`config.mk`:
```
export PLATFORM = sky130hd
export DESIGN_NAME = cpu6502_top
export DESIGN_NICKNAME = d
export VERILOG_FILES = /design/src/source/cpu6502_pkg.sv /design/src/source/ctrl_if.sv /design/src/source/cpu6502_top.sv /design/src/source/datapath.sv /design/src/source/decode_rom.sv /design/src/source/instr_sequencer.sv
export SDC_FILE = /design/constraint.sdc
export NUM_CORES = 1
export LEC_CHECK = 0
export BUFFER_PORTS_ARGS = -buffer_cell sky130_fd_sc_hd__buf_2
export CAP_MARGIN = 20
export CORE_ASPECT_RATIO = 1.2
export CORE_MARGIN = 5
export CORE_UTILIZATION = 63
export CTS_CLUSTER_DIAMETER = 40
export DETAILED_ROUTE_END_ITERATION = 7
export PLACE_DENSITY_LB_ADDON = 0.15
export SLEW_MARGIN = 5
export SYNTH_ARGS = -nofsm -noshare
export SYNTH_HDL_FRONTEND = slang
export SYNTH_SLANG_ARGS = --single-unit
```
`constraint.sdc`:
```
create_clock -name i_phi2 -period 7.9 [get_ports i_phi2]
set_clock_uncertainty 0.15 [all_clocks]
set_input_delay 1.58 -clock i_phi2 [delete_from_list [all_inputs] [get_ports i_phi2]]
set_output_delay 1.58 -clock i_phi2 [all_outputs]
set_load 0.005 [all_outputs]
```
`src/source/cpu6502_pkg.sv`:
```
// shared definitions for the 6502 front end
// opcodes, timing count width, reset values
// and the program counter word/byte union

package cpu6502_pkg;

    // opcodes handled by the decode ROM
    localparam logic [7:0] OPCODE_BRK     = 8'h00;
    localparam logic [7:0] OPCODE_NOP     = 8'hea;
    localparam logic [7:0] OPCODE_LDA_IMM = 8'ha9;
    localparam logic [7:0] OPCODE_JMP_ABS = 8'h4c;

    // timing count covers T0..T6 of the vector sequence
    localparam int TCU_W = 3;

    localparam logic [7:0]  S_RESET        = 8'h00;
    localparam logic [15:0] PC_RESET       = 16'h0000;
    localparam logic [15:0] VECTOR_ADDR_LO = 16'hfffc;

    // PC seen as one word for increment, or as two bytes for loads
    typedef struct packed {
        logic [7:0] pch;
        logic [7:0] pcl;
    } pc_bytes_t;

    typedef union packed {
        logic [15:0] word;
        pc_bytes_t   half;
    } pc_word_u;

endpackage

```
`src/source/ctrl_if.sv`:
```
// control lines from the decode ROM to the datapath
// decoder side drives, datapath side receives

`timescale 1ns/1ps

interface ctrl_if;

    // address bus sources
    logic pcl_adl;
    logic pch_adh;
    logic s_adl;
    logic zero_adl0;
    logic zero_adl1;
    logic zero_adh1_7;
    logic adl_abl;
    logic adh_abh;

    // program counter and stack pointer
    logic i_pc;
    logic adl_pcl;
    logic data_pch;
    logic s_dec;

    // register moves
    logic dl_db;
    logic db_sb;
    logic sb_ac;
    logic dl_adl;

    modport decoder (
        output pcl_adl, pch_adh, s_adl, zero_adl0, zero_adl1, zero_adh1_7,
        output adl_abl, adh_abh, i_pc, adl_pcl, data_pch, s_dec,
        output dl_db, db_sb, sb_ac, dl_adl
    );

    modport datapath (
        input pcl_adl, pch_adh, s_adl, zero_adl0, zero_adl1, zero_adh1_7,
        input adl_abl, adh_abh, i_pc, adl_pcl, data_pch, s_dec,
        input dl_db, db_sb, sb_ac, dl_adl
    );

endinterface

```
`src/source/cpu6502_top.sv`:
```
// 6502 front end top level
// sequencer, decode ROM and datapath joined by the control bundle

`timescale 1ns/1ps

module cpu6502_top
    import cpu6502_pkg::*;
(
    input  logic        i_phi2,
    input  logic        i_rst_n,
    input  logic [7:0]  i_data,
    output logic [15:0] o_addr,
    output logic        o_rw,
    output logic        o_sync,
    output logic [7:0]  o_ac
);

    logic [7:0]       ir;
    logic [TCU_W-1:0] tcu;
    logic [TCU_W-1:0] tcu_next;
    logic             interrupt;
    logic             ir_load;

    ctrl_if ctrl ();

    instr_sequencer u_seq (
        .i_phi2      (i_phi2),
        .i_rst_n     (i_rst_n),
        .i_data      (i_data),
        .i_tcu_next  (tcu_next),
        .i_ir_load   (ir_load),
        .o_ir        (ir),
        .o_tcu       (tcu),
        .o_interrupt (interrupt),
        .o_sync      (o_sync)
    );

    decode_rom u_rom (
        .i_ir        (ir),
        .i_tcu       (tcu),
        .i_interrupt (interrupt),
        .o_ctrl      (ctrl.decoder),
        .o_tcu       (tcu_next),
        .o_ir_load   (ir_load)
    );

    datapath u_dp (
        .i_phi2  (i_phi2),
        .i_rst_n (i_rst_n),
        .i_data  (i_data),
        .i_ctrl  (ctrl.datapath),
        .o_addr  (o_addr),
        .o_ac    (o_ac)
    );

    // no write cycles in this core
    assign o_rw = 1'b1;

endmodule

```
`src/source/datapath.sv`:
```
// datapath
// internal ADL, ADH, DB and SB buses with precharge,
// address bus register, PC, stack pointer, data latch and AC

`timescale 1ns/1ps

module datapath
    import cpu6502_pkg::*;
(
    input  logic        i_phi2,
    input  logic        i_rst_n,
    input  logic [7:0]  i_data,
    ctrl_if.datapath    i_ctrl,
    output logic [15:0] o_addr,
    output logic [7:0]  o_ac
);

    pc_word_u    pc;
    pc_word_u    pc_inc;
    logic [7:0]  pcl_in;
    logic [7:0]  pch_in;
    logic [7:0]  s;
    logic [7:0]  s_next;
    logic [7:0]  dl;
    logic [7:0]  ac;
    logic [7:0]  adl;
    logic [7:0]  adh;
    logic [7:0]  db;
    logic [7:0]  sb;
    logic [15:0] abus;

    // incrementer works on the whole word
    always_comb
    begin
        pc_inc.word = i_ctrl.i_pc ? pc.word + 16'd1 : pc.word;
        s_next      = i_ctrl.s_dec ? s - 8'd1 : s;
    end

    // buses float high, every source pulls bits low
    always_comb
    begin
        adl = 8'hff;
        if (i_ctrl.pcl_adl)
        begin
            adl = adl & pc_inc.half.pcl;
        end
        if (i_ctrl.s_adl)
        begin
            adl = adl & s_next;
        end
        if (i_ctrl.dl_adl)
        begin
            adl = adl & dl;
        end
        if (i_ctrl.zero_adl0)
        begin
            adl[0] = 1'b0;
        end
        if (i_ctrl.zero_adl1)
        begin
            adl[1] = 1'b0;
        end

        adh = 8'hff;
        if (i_ctrl.pch_adh)
        begin
            adh = adh & pch_in;
        end
        if (i_ctrl.zero_adh1_7)
        begin
            adh[7:1] = 7'd0;
        end

        // DB side of the latch passes the live read through
        db = i_ctrl.dl_db ? i_data : 8'hff;
        sb = i_ctrl.db_sb ? db : 8'hff;
    end

    // separate byte loads, PCH from the data pins
    assign pcl_in = i_ctrl.adl_pcl ? adl : pc_inc.half.pcl;
    assign pch_in = i_ctrl.data_pch ? i_data : pc_inc.half.pch;

    always_ff @(posedge i_phi2 or negedge i_rst_n)
    begin
        if (!i_rst_n)
        begin
            abus    <= PC_RESET;
            pc.word <= PC_RESET;
            s       <= S_RESET;
            ac      <= 8'h00;
        end
        else
        begin
            if (i_ctrl.adl_abl)
            begin
                abus[7:0] <= adl;
            end
            if (i_ctrl.adh_abh)
            begin
                abus[15:8] <= adh;
            end
            pc.half.pcl <= pcl_in;
            pc.half.pch <= pch_in;
            s           <= s_next;
            if (i_ctrl.sb_ac)
            begin
                ac <= sb;
            end
        end
    end

    // data latch catches every read
    always_ff @(posedge i_phi2)
    begin
        dl <= i_data;
    end

    assign o_addr = abus;
    assign o_ac   = ac;

endmodule

```
`src/source/decode_rom.sv`:
```
// decode ROM, combinational
// maps IR and TCU to the datapath control lines and the next TCU

`timescale 1ns/1ps

module decode_rom
    import cpu6502_pkg::*;
(
    input  logic [7:0]       i_ir,
    input  logic [TCU_W-1:0] i_tcu,
    input  logic             i_interrupt,
    ctrl_if.decoder          o_ctrl,
    output logic [TCU_W-1:0] o_tcu,
    output logic             o_ir_load
);

    logic [7:0] op;

    // opcodes outside the supported set run as NOP
    always_comb
    begin
        case (i_ir)
            OPCODE_BRK, OPCODE_LDA_IMM, OPCODE_JMP_ABS:
                op = i_ir;
            default:
                op = OPCODE_NOP;
        endcase
    end

    // sources chosen in a step land in the address register,
    // so each step sets up the address of the following step
    always_comb
    begin
        o_tcu     = i_tcu + TCU_W'(1);
        o_ir_load = 1'b0;

        o_ctrl.pcl_adl     = 1'b0;
        o_ctrl.pch_adh     = 1'b0;
        o_ctrl.s_adl       = 1'b0;
        o_ctrl.zero_adl0   = 1'b0;
        o_ctrl.zero_adl1   = 1'b0;
        o_ctrl.zero_adh1_7 = 1'b0;
        o_ctrl.adl_abl     = 1'b0;
        o_ctrl.adh_abh     = 1'b0;
        o_ctrl.i_pc        = 1'b0;
        o_ctrl.adl_pcl     = 1'b0;
        o_ctrl.data_pch    = 1'b0;
        o_ctrl.s_dec       = 1'b0;
        o_ctrl.dl_db       = 1'b0;
        o_ctrl.db_sb       = 1'b0;
        o_ctrl.sb_ac       = 1'b0;
        o_ctrl.dl_adl      = 1'b0;

        case (i_tcu)
            TCU_W'(0):
            begin
                // opcode fetch, same for every instruction
                o_ctrl.i_pc    = 1'b1;
                o_ctrl.pcl_adl = 1'b1;
                o_ctrl.pch_adh = 1'b1;
                o_ctrl.adl_abl = 1'b1;
                o_ctrl.adh_abh = 1'b1;
                o_ir_load      = !i_interrupt;
            end
            TCU_W'(1):
            begin
                o_ctrl.adl_abl = 1'b1;
                o_ctrl.adh_abh = 1'b1;
                case (op)
                    OPCODE_BRK:
                    begin
                        // first stack page address, 01:S
                        o_ctrl.s_adl       = 1'b1;
                        o_ctrl.zero_adh1_7 = 1'b1;
                    end
                    OPCODE_LDA_IMM:
                    begin
                        // operand straight into AC
                        o_ctrl.dl_db   = 1'b1;
                        o_ctrl.db_sb   = 1'b1;
                        o_ctrl.sb_ac   = 1'b1;
                        o_ctrl.i_pc    = 1'b1;
                        o_ctrl.pcl_adl = 1'b1;
                        o_ctrl.pch_adh = 1'b1;
                        o_tcu          = '0;
                    end
                    OPCODE_JMP_ABS:
                    begin
                        // low byte caught by DL, step to high byte
                        o_ctrl.i_pc    = 1'b1;
                        o_ctrl.pcl_adl = 1'b1;
                        o_ctrl.pch_adh = 1'b1;
                    end
                    default:
                    begin
                        // NOP refetches at the current PC
                        o_ctrl.pcl_adl = 1'b1;
                        o_ctrl.pch_adh = 1'b1;
                        o_tcu          = '0;
                    end
                endcase
            end
            TCU_W'(2), TCU_W'(3):
            begin
                if (op == OPCODE_BRK)
                begin
                    o_ctrl.s_adl       = 1'b1;
                    o_ctrl.s_dec       = 1'b1;
                    o_ctrl.zero_adh1_7 = 1'b1;
                    o_ctrl.adl_abl     = 1'b1;
                    o_ctrl.adh_abh     = 1'b1;
                end
                else
                begin
                    // JMP high byte, PC loads {data, DL}
                    o_ctrl.dl_adl   = 1'b1;
                    o_ctrl.adl_pcl  = 1'b1;
                    o_ctrl.data_pch = 1'b1;
                    o_ctrl.pch_adh  = 1'b1;
                    o_ctrl.adl_abl  = 1'b1;
                    o_ctrl.adh_abh  = 1'b1;
                    o_tcu           = '0;
                end
            end
            TCU_W'(4):
            begin
                // vector low address FFFC, ADH left precharged
                o_ctrl.s_dec     = 1'b1;
                o_ctrl.zero_adl0 = 1'b1;
                o_ctrl.zero_adl1 = 1'b1;
                o_ctrl.adl_abl   = 1'b1;
                o_ctrl.adh_abh   = 1'b1;
            end
            TCU_W'(5):
            begin
                // vector high address FFFD
                o_ctrl.zero_adl1 = 1'b1;
                o_ctrl.adl_abl   = 1'b1;
                o_ctrl.adh_abh   = 1'b1;
            end
            TCU_W'(6):
            begin
                o_ctrl.dl_adl   = 1'b1;
                o_ctrl.adl_pcl  = 1'b1;
                o_ctrl.data_pch = 1'b1;
                o_ctrl.pch_adh  = 1'b1;
                o_ctrl.adl_abl  = 1'b1;
                o_ctrl.adh_abh  = 1'b1;
                o_tcu           = '0;
            end
            default:
            begin
                // unused step, back to fetch
                o_tcu = '0;
            end
        endcase
    end

endmodule

```
`src/source/instr_sequencer.sv`:
```
// instruction sequencer
// IR, timing count and interrupt pending registers,
// reset forces BRK into the IR

`timescale 1ns/1ps

module instr_sequencer
    import cpu6502_pkg::*;
(
    input  logic             i_phi2,
    input  logic             i_rst_n,
    input  logic [7:0]       i_data,
    input  logic [TCU_W-1:0] i_tcu_next,
    input  logic             i_ir_load,
    output logic [7:0]       o_ir,
    output logic [TCU_W-1:0] o_tcu,
    output logic             o_interrupt,
    output logic             o_sync
);

    logic [7:0]       ir;
    logic [TCU_W-1:0] tcu;
    logic             pending;
    logic             sync;

    always_ff @(posedge i_phi2 or negedge i_rst_n)
    begin
        if (!i_rst_n)
        begin
            ir      <= OPCODE_BRK;
            tcu     <= '0;
            pending <= 1'b1;
            sync    <= 1'b0;
        end
        else
        begin
            tcu  <= i_tcu_next;
            // high in T1 of a fetched instruction
            sync <= i_ir_load;
            if (i_ir_load)
            begin
                ir <= i_data;
            end
            // forced sequence done once the count wraps to T0
            if (pending && (i_tcu_next == '0))
            begin
                pending <= 1'b0;
            end
        end
    end

    assign o_ir        = ir;
    assign o_tcu       = tcu;
    assign o_interrupt = pending;
    assign o_sync      = sync;

endmodule

```
==> results of run 1 <==
## per-layer routing
metal  up-vias  track usage [%]  wire length (um)
li1       1297                -                 -
met5         -                0                 0
met4         0             12.2               230
met2       100             39.5              4020
met1      1339             33.4              3440
met3        19             4.16               504
## final timing paths
check,slack [ns],start,to,cells past startpoint
worst max-delay path,5.00,u_seq.o_tcu[2],u_dp.pc[2],6
worst min-delay path,0.33,u_dp.o_addr[11],u_dp.o_addr[11],2
worst max register to register,5.00,u_seq.o_tcu[2],u_dp.pc[2],6
worst min register to register,0.33,u_dp.o_addr[11],u_dp.o_addr[11],2
max in group asynchronous,5.86,i_rst_n,u_dp.pc[12],2
min in group asynchronous,1.24,i_rst_n,u_seq.o_sync,2
## area by class of cell
type                            instances  share of cell area, %
Clock buffer                           12                   3.77
Clock inverter                          4                   1.23
Sequential cell                        69                   43.8
Tap cell                               62                   2.01
Multi-Input combinational cell        239                   43.1
Inverter                               11                   1.07
Timing Repair Buffer                   37                   5.00
## worst register-to-register path, stage by stage, from the launching register on
cell      delay (ns)
dfrtp_1         0.48
inv_1           0.20
ha_1            0.36
a21oi_1         0.13
nor2_1          0.75
nand2_1         0.35
a221oi_1        0.38
## synthesized netlist by cell type (all sizes together), types with 5 or more instances
library cell and n:
o41ai 7, inv 11, o21ai 11, dfrtp 60, o22ai 5, a21oi 7, xor2 6, nor2 33
a211oi 6, nand4 8, nand3 10, buf 5, clkbuf 10, o21a 6, mux2 16, xnor2 11
nor3 23, ha 7, nand2 24, dfxtp 8
## logic make-up after synthesis
family                   Yosys count  synth area share, %
AND/OR/NAND/NOR                  116                 17.0
multiplexers                      18                 5.79
flip-flops                        69                 48.9
XOR/XNOR                          17                 4.31
AO/OA/AOI/OAI                     80                 18.2
adder cells (fa/ha/maj)            7                 2.54
buffers and inverters             26                 3.22
other                              1                0.109
## per-stage QoR
| step | util (%) | total power [mW] |
|---|---|---|
| after floorplan | - | 1.12 |
| after global placement | 69.1 | 1.31 |
| after detailed placement | 69.1 | 1.33 |
| after CTS | 72.7 | 1.62 |
| after global routing | 72.7 | 1.74 |
| final | 72.7 | 1.62 |
## power by group through the flow
| stage | Sequential, mW | Clock (mW) | Combinational, mW |
|---|---|---|---|
| after floorplan | 0.610 | 0 | 0.508 |
| after global placement | 0.629 | 0 | 0.680 |
| after detailed placement | 0.634 | 0 | 0.698 |
| after CTS | 0.630 | 0.287 | 0.702 |
| after global routing | 0.653 | 0.307 | 0.782 |
| final | 0.633 | 0.285 | 0.701 |
## flip-flops by register name, summed over array words and instances (netlist names)
register	count
u_dp.o_addr	16
u_seq.o_ir	8
u_dp.pc	16
u_seq.o_tcu	3
u_seq.o_interrupt	1
u_dp.dl	8
u_dp.o_ac	8
u_dp.s	8
u_seq.o_sync	1
==> impl_metrics.tcl, run 1 <==
set metrics [dict create \
    status "completed" \
    end_kind "register" \
    slew_headroom_pct 34.6 \
    grt_antenna_before_repair 0 \
    final_nets 384 \
    combPwrFrac_pct 43.3 \
    io_buffers 34 \
    most-common-layout-cells "60 x dfrtp_1, 34 x buf_2, 33 x nor2_1, 24 x nand2_1, 18 x nor3_1" \
    cts_num_sinks 69 \
    holdWs_ns 0.331 \
    totalWireLength_um 8200 \
    cts_resized 0 \
    first_pass_iters 4 \
    synth-seq-cells 69 \
    path_class "reg -> reg" \
    finalNonFillerCells 434 \
    critPathMaxStageDelay_ns 0.75 \
    placed_cells 418 \
    die_w_um 77.6 \
    cts-buffers-inserted 9 \
    hpwl_um 5800 \
    clock_latency_ns 0.34 \
    drive_above_1_share_pct 23.9 \
    yosysWarnings 0 \
    final_common_cell "dfrtp_1" \
    leakage_nw 1.61 \
    ios 36 \
    cts_tree "yes" \
    first_global_vias 2754 \
    internal_power_mw 0.968 \
    nFillCells 403 \
    drt_first_iter_violations 295 \
    placed_area_um2 3660 \
    ir_worst_vdd_mv 0.246 \
    synth-edff-count 0 \
    cp-start-kind "register" \
    synth.area.top_cells "dfrtp_1 43%, mux2_2 5.2%, dfxtp_1 4.6%" \
    cap_violations 0 \
    routed_via_density 6.35 \
    clk_path_buf_depth 2 \
    cts_root_buf "clkbuf_8" \
    synth_cell_types 66 \
    dieArea_um2 7070 \
    synth_ff_type "dfrtp_1" \
    antenna_cells 0 \
    synth_seq_area_share_pct 48.9 \
    p_clk_share_pct 17.6 \
    grt_pass1_wl_um 13900 \
    ant_nets 0 \
    path_max_fanout 14 \
    max_freq_mhz 345 \
    core_um2 5300 \
    area_growth_pct 11.6 \
    htree_num_levels 3 \
    async_flop_share_pct 88.4 \
    worstMarginPinSlew_ns 0.977 \
    synth_top_area_share_pct 43.5 \
    grt_use_total_pct 25.1 \
    finalSetupViolations 0 \
    syn-num-nets 351 \
    crit_buf_inv 1 \
    hold_class "reg -> reg" \
    syn_inst 334 \
    rsz0062_at_grt "false" \
    gp_congestion 0.891 \
    p_seq_share_pct 39.1 \
    regArea_um2 1690 \
    drc 0 \
    critPathArrivalTime_ns 2.98 \
    overflow 0 \
    synth.avg_cell_area_um2 10.3 \
    multi_input_area_um2 1660 \
    grt_max_degree 62 \
    rows 29 \
    wl_per_cell_um 18.9 \
    clk_pin_slew_ns 0.07 \
    final_area_um2 3850 \
    die_h_um 91.1 \
    cts_setup_buffers 0 \
    setup_tns_ns 0 \
    swShare_pct 40.2 \
    vias 2755 \
    crit_family "simple AND/OR/NAND/NOR gates" \
    synth_area_um2 3450 \
    fin_ws_ns 5.00 \
    fin_crit_sh_pct 36.7 \
    holdBufCountCts 0 \
    drv_slew 0 \
    pre_cts_slack_ns 5.07 \
    worstPathCellList "inv_1, ha_1, a21oi_1, nor2_1, nand2_1, a221oi_1" \
    post-route-min-period_ns 2.90 \
    power.density_nw_per_um2 420 \
    slowest_stage "nor2_1" \
    p_sw_mw 0.652 \
    yosys.area.top_type "dfrtp_1" \
    initial_core_util_pct 65.2 \
    cp.required_ns 7.98 \
    finalHoldViolCount 0 \
]
(Power assumes the default switching activity.)
==> run 2, diff against run 1 <==
--- a/config.mk
+++ b/config.mk
@@ -5,11 +5,12 @@
 export SDC_FILE = /design/constraint.sdc
 export NUM_CORES = 1
 export LEC_CHECK = 0
+export ABC_AREA = 1
 export BUFFER_PORTS_ARGS = -buffer_cell sky130_fd_sc_hd__buf_2
 export CAP_MARGIN = 20
 export CORE_ASPECT_RATIO = 1.2
 export CORE_MARGIN = 5
-export CORE_UTILIZATION = 63
+export CORE_UTILIZATION = 53
 export CTS_CLUSTER_DIAMETER = 40
 export DETAILED_ROUTE_END_ITERATION = 7
 export PLACE_DENSITY_LB_ADDON = 0.15
==> constraint.sdc (replaced) <==
create_clock -name i_phi2 -period 2.5 [get_ports i_phi2]
set_clock_uncertainty 0.15 [all_clocks]
set_input_delay 0.5 -clock i_phi2 [delete_from_list [all_inputs] [get_ports i_phi2]]
set_output_delay 0.5 -clock i_phi2 [all_outputs]
set_load 0.005 [all_outputs]
==> run 2 against run 1 <==
Against the previous run:
- the flow now finishes with violations (negative hold slack)
- total power grew to 3.7 times the previous value
- critical path depth grew 3
- utilization shrank 11 points
- first-iteration DRC count shrank 15%
- die area grew 23%
- setup slack lost 4.8 ns
- register-to-register slack lost 4.8 ns
- wire length grew 5.3%
- sequential cell count is the same
- clock-buffer cell count shrank 2
- critical endpoint is now u_dp.o_addr[9]
==> impl_metrics.tcl, run 2 <==
set metrics [dict create \
    yosys.area.top_type "dfrtp_1" \
    yosysMostFrequentCell "nand2_1" \
    synth.avg_cell_area_um2 7.54 \
    area_growth_pct 13.6 \
    synth_area_um2 3660 \
    grt_pass1_wl_um 14800 \
    antenna_cells 0 \
    htree_num_levels 3 \
    ir_worst_vdd_mv 0.722 \
    power.density_nw_per_um2 1440 \
    muxShareOfSynthArea_pct 1.23 \
    clock_latency_ns 0.34 \
    initial_core_util_pct 54.0 \
    drv_slew 0 \
    grt_use_total_pct 21.9 \
    die_w_um 85.8 \
    first_global_vias 3175 \
    fin_crit_sh_pct 91.2 \
    clk_path_buf_depth 2 \
    clk_pin_slew_ns 0.08 \
    holdWs_ns -0.00191 \
    drc 0 \
    drt_first_iter_violations 252 \
    gp_congestion 0.858 \
    most-common-layout-cells "179 x nand2_1, 60 x dfrtp_1, 47 x inv_1, 46 x nor2_1, 40 x nand3_1" \
    synthAdderAreaFrac_pct 2.40 \
    finalHoldViolCount 2 \
    final_nets 542 \
    totalWireLength_um 8630 \
    pre_cts_slack_ns 0.271 \
    cts_setup_buffers 0 \
    synth.area.top_cells "dfrtp_1 41%, nand2_1 18%, nand3_1 5.5%" \
    finalSetupViolations 0 \
    critPathArrivalTime_ns 2.41 \
    synth-edff-count 0 \
    hold_class "in -> async" \
    synthXorXnorAreaFrac_pct 3.11 \
    setup_tns_ns 0 \
    max_freq_mhz 438 \
    holdBufCountCts 0 \
    cts_tree "yes" \
    syn-num-nets 502 \
    synthSimpleGateAreaFrac_pct 34.9 \
    io_buffers 34 \
    dieArea_um2 8670 \
    critPathMaxStageDelay_ns 0.41 \
    synth-seq-cells 69 \
    ios 36 \
    post-route-min-period_ns 2.28 \
    synth_cell_types 34 \
    cpMostUsedCell "nand2_1" \
    hpwl_um 6250 \
    synth_ff_type "dfrtp_1" \
    core_um2 6770 \
    syn_inst 485 \
    path_max_fanout 11 \
    synth_top_area_share_pct 41.1 \
    rows 33 \
    ant_nets 0 \
    failed_checks "negative hold slack" \
    path_class "reg -> reg" \
    synth_seq_area_share_pct 46.2 \
    die_h_um 101 \
    cap_violations 0 \
    vias 3201 \
    grt_antenna_before_repair 0 \
    cts-buffers-inserted 9 \
    wl_per_cell_um 14.0 \
    final_common_cell "nand2_1" \
    rsz0062_at_grt "false" \
    fin_ws_ns 0.219 \
    nFillCells 634 \
    first_pass_iters 6 \
    status "complete, but fails checks" \
    synth_top_family_by_area "simple AND/OR/NAND/NOR gates" \
    cp-start-kind "register" \
    routed_via_density 5.19 \
    worstPathCellList "ha_1, ha_1, a21oi_4, inv_1, nor3_1, nand2_1, inv_1, nand2_1, nand2_1" \
    yosysWarnings 0 \
    overflow 0 \
    end_kind "register" \
    synthTopCellsByCount "179 x nand2_1, 60 x dfrtp_1, 47 x inv_1" \
    cts_num_sinks 69 \
    cts_resized 0 \
    drive_above_1_share_pct 14.2 \
    crit_buf_inv 2 \
    cts_root_buf "clkbuf_8" \
    crit_family "simple AND/OR/NAND/NOR gates" \
    async_flop_share_pct 88.4 \
    slowest_stage "dfrtp_1" \
    synth-compound-area-share_pct 5.07 \
    cp.required_ns 2.63 \
    leakage_nw 2.17 \
    grt_max_degree 62 \
]
[run 2: final cells by class]
cell class                      instances  area, um^2  share of cell area (%)
Inverter                               51         191                    4.61
Timing Repair Buffer                   41         235                    5.67
Tap cell                               87         109                    2.62
Sequential cell                        69        1690                    40.7
Multi-Input combinational cell        353        1710                    41.2
Clock buffer                           10         128                    3.07
Clock inverter                          6        88.8                    2.14
[run 2: final timing paths]
check	slack, ns	cells after the start	startpoint	end
setup reg to reg	0.22	9	u_seq.o_tcu[0]	u_dp.o_addr[9]
hold reg to reg	0.29	2	u_seq.o_interrupt	u_seq.o_interrupt
setup / recovery	0.22	9	u_seq.o_tcu[0]	u_dp.o_addr[9]
max in group asynchronous	1.90	2	i_rst_n	u_seq.o_interrupt
min in group i_phi2	0.17	1	i_data[7]	u_dp.dl[7]
hold / removal	-0.002	2	i_rst_n	u_dp.s[5]
[run 2: where the power goes]
| group | leakage (nW) | internal [mW] | switching, mW |
|---|---|---|---|
| Sequential | 0.779 | 1.62 | 0.369 |
| Combinational | 1.29 | 1.12 | 1.87 |
| Clock | 0.102 | 0.562 | 0.443 |
[run 2: cell families (layout without fill, tap and decap cells)]
group,after synthesis,after routing
simple gates,299,299
mux,4,4
fa+ha+maj,7,7
flops,69,69
other cells,1,1
buf+inv,63,108
compound gates,29,29
xor+xnor,13,13
[run 2: per-layer routing]
metal	GRT usage, %	vias to the layer above	routed length, um
met3	4.25	13	420
met5	0	-	0
met4	8.77	0	150
met2	37.1	89	4410
li1	-	1617	-
met1	27.6	1482	3650
[run 2: through the flow]
stage | hold slack, ns | power (mW) | instance area (um^2) | instances | utilization [%]
3_3_place_gp | 0.283 | 4.93 | 3940 | 601 | 58.1
3_5_place_dp | 0.285 | 5.01 | 3940 | 601 | 58.1
4_1_cts | 0.00852 | 6.04 | 4150 | 617 | 61.3
2_1_floorplan | 0.0544 | 4.21 | 3660 | 485 | -
6_report | -0.00191 | 6.00 | 4150 | 617 | 61.3
5_1_grt | 0.0150 | 6.63 | 4150 | 617 | 61.3
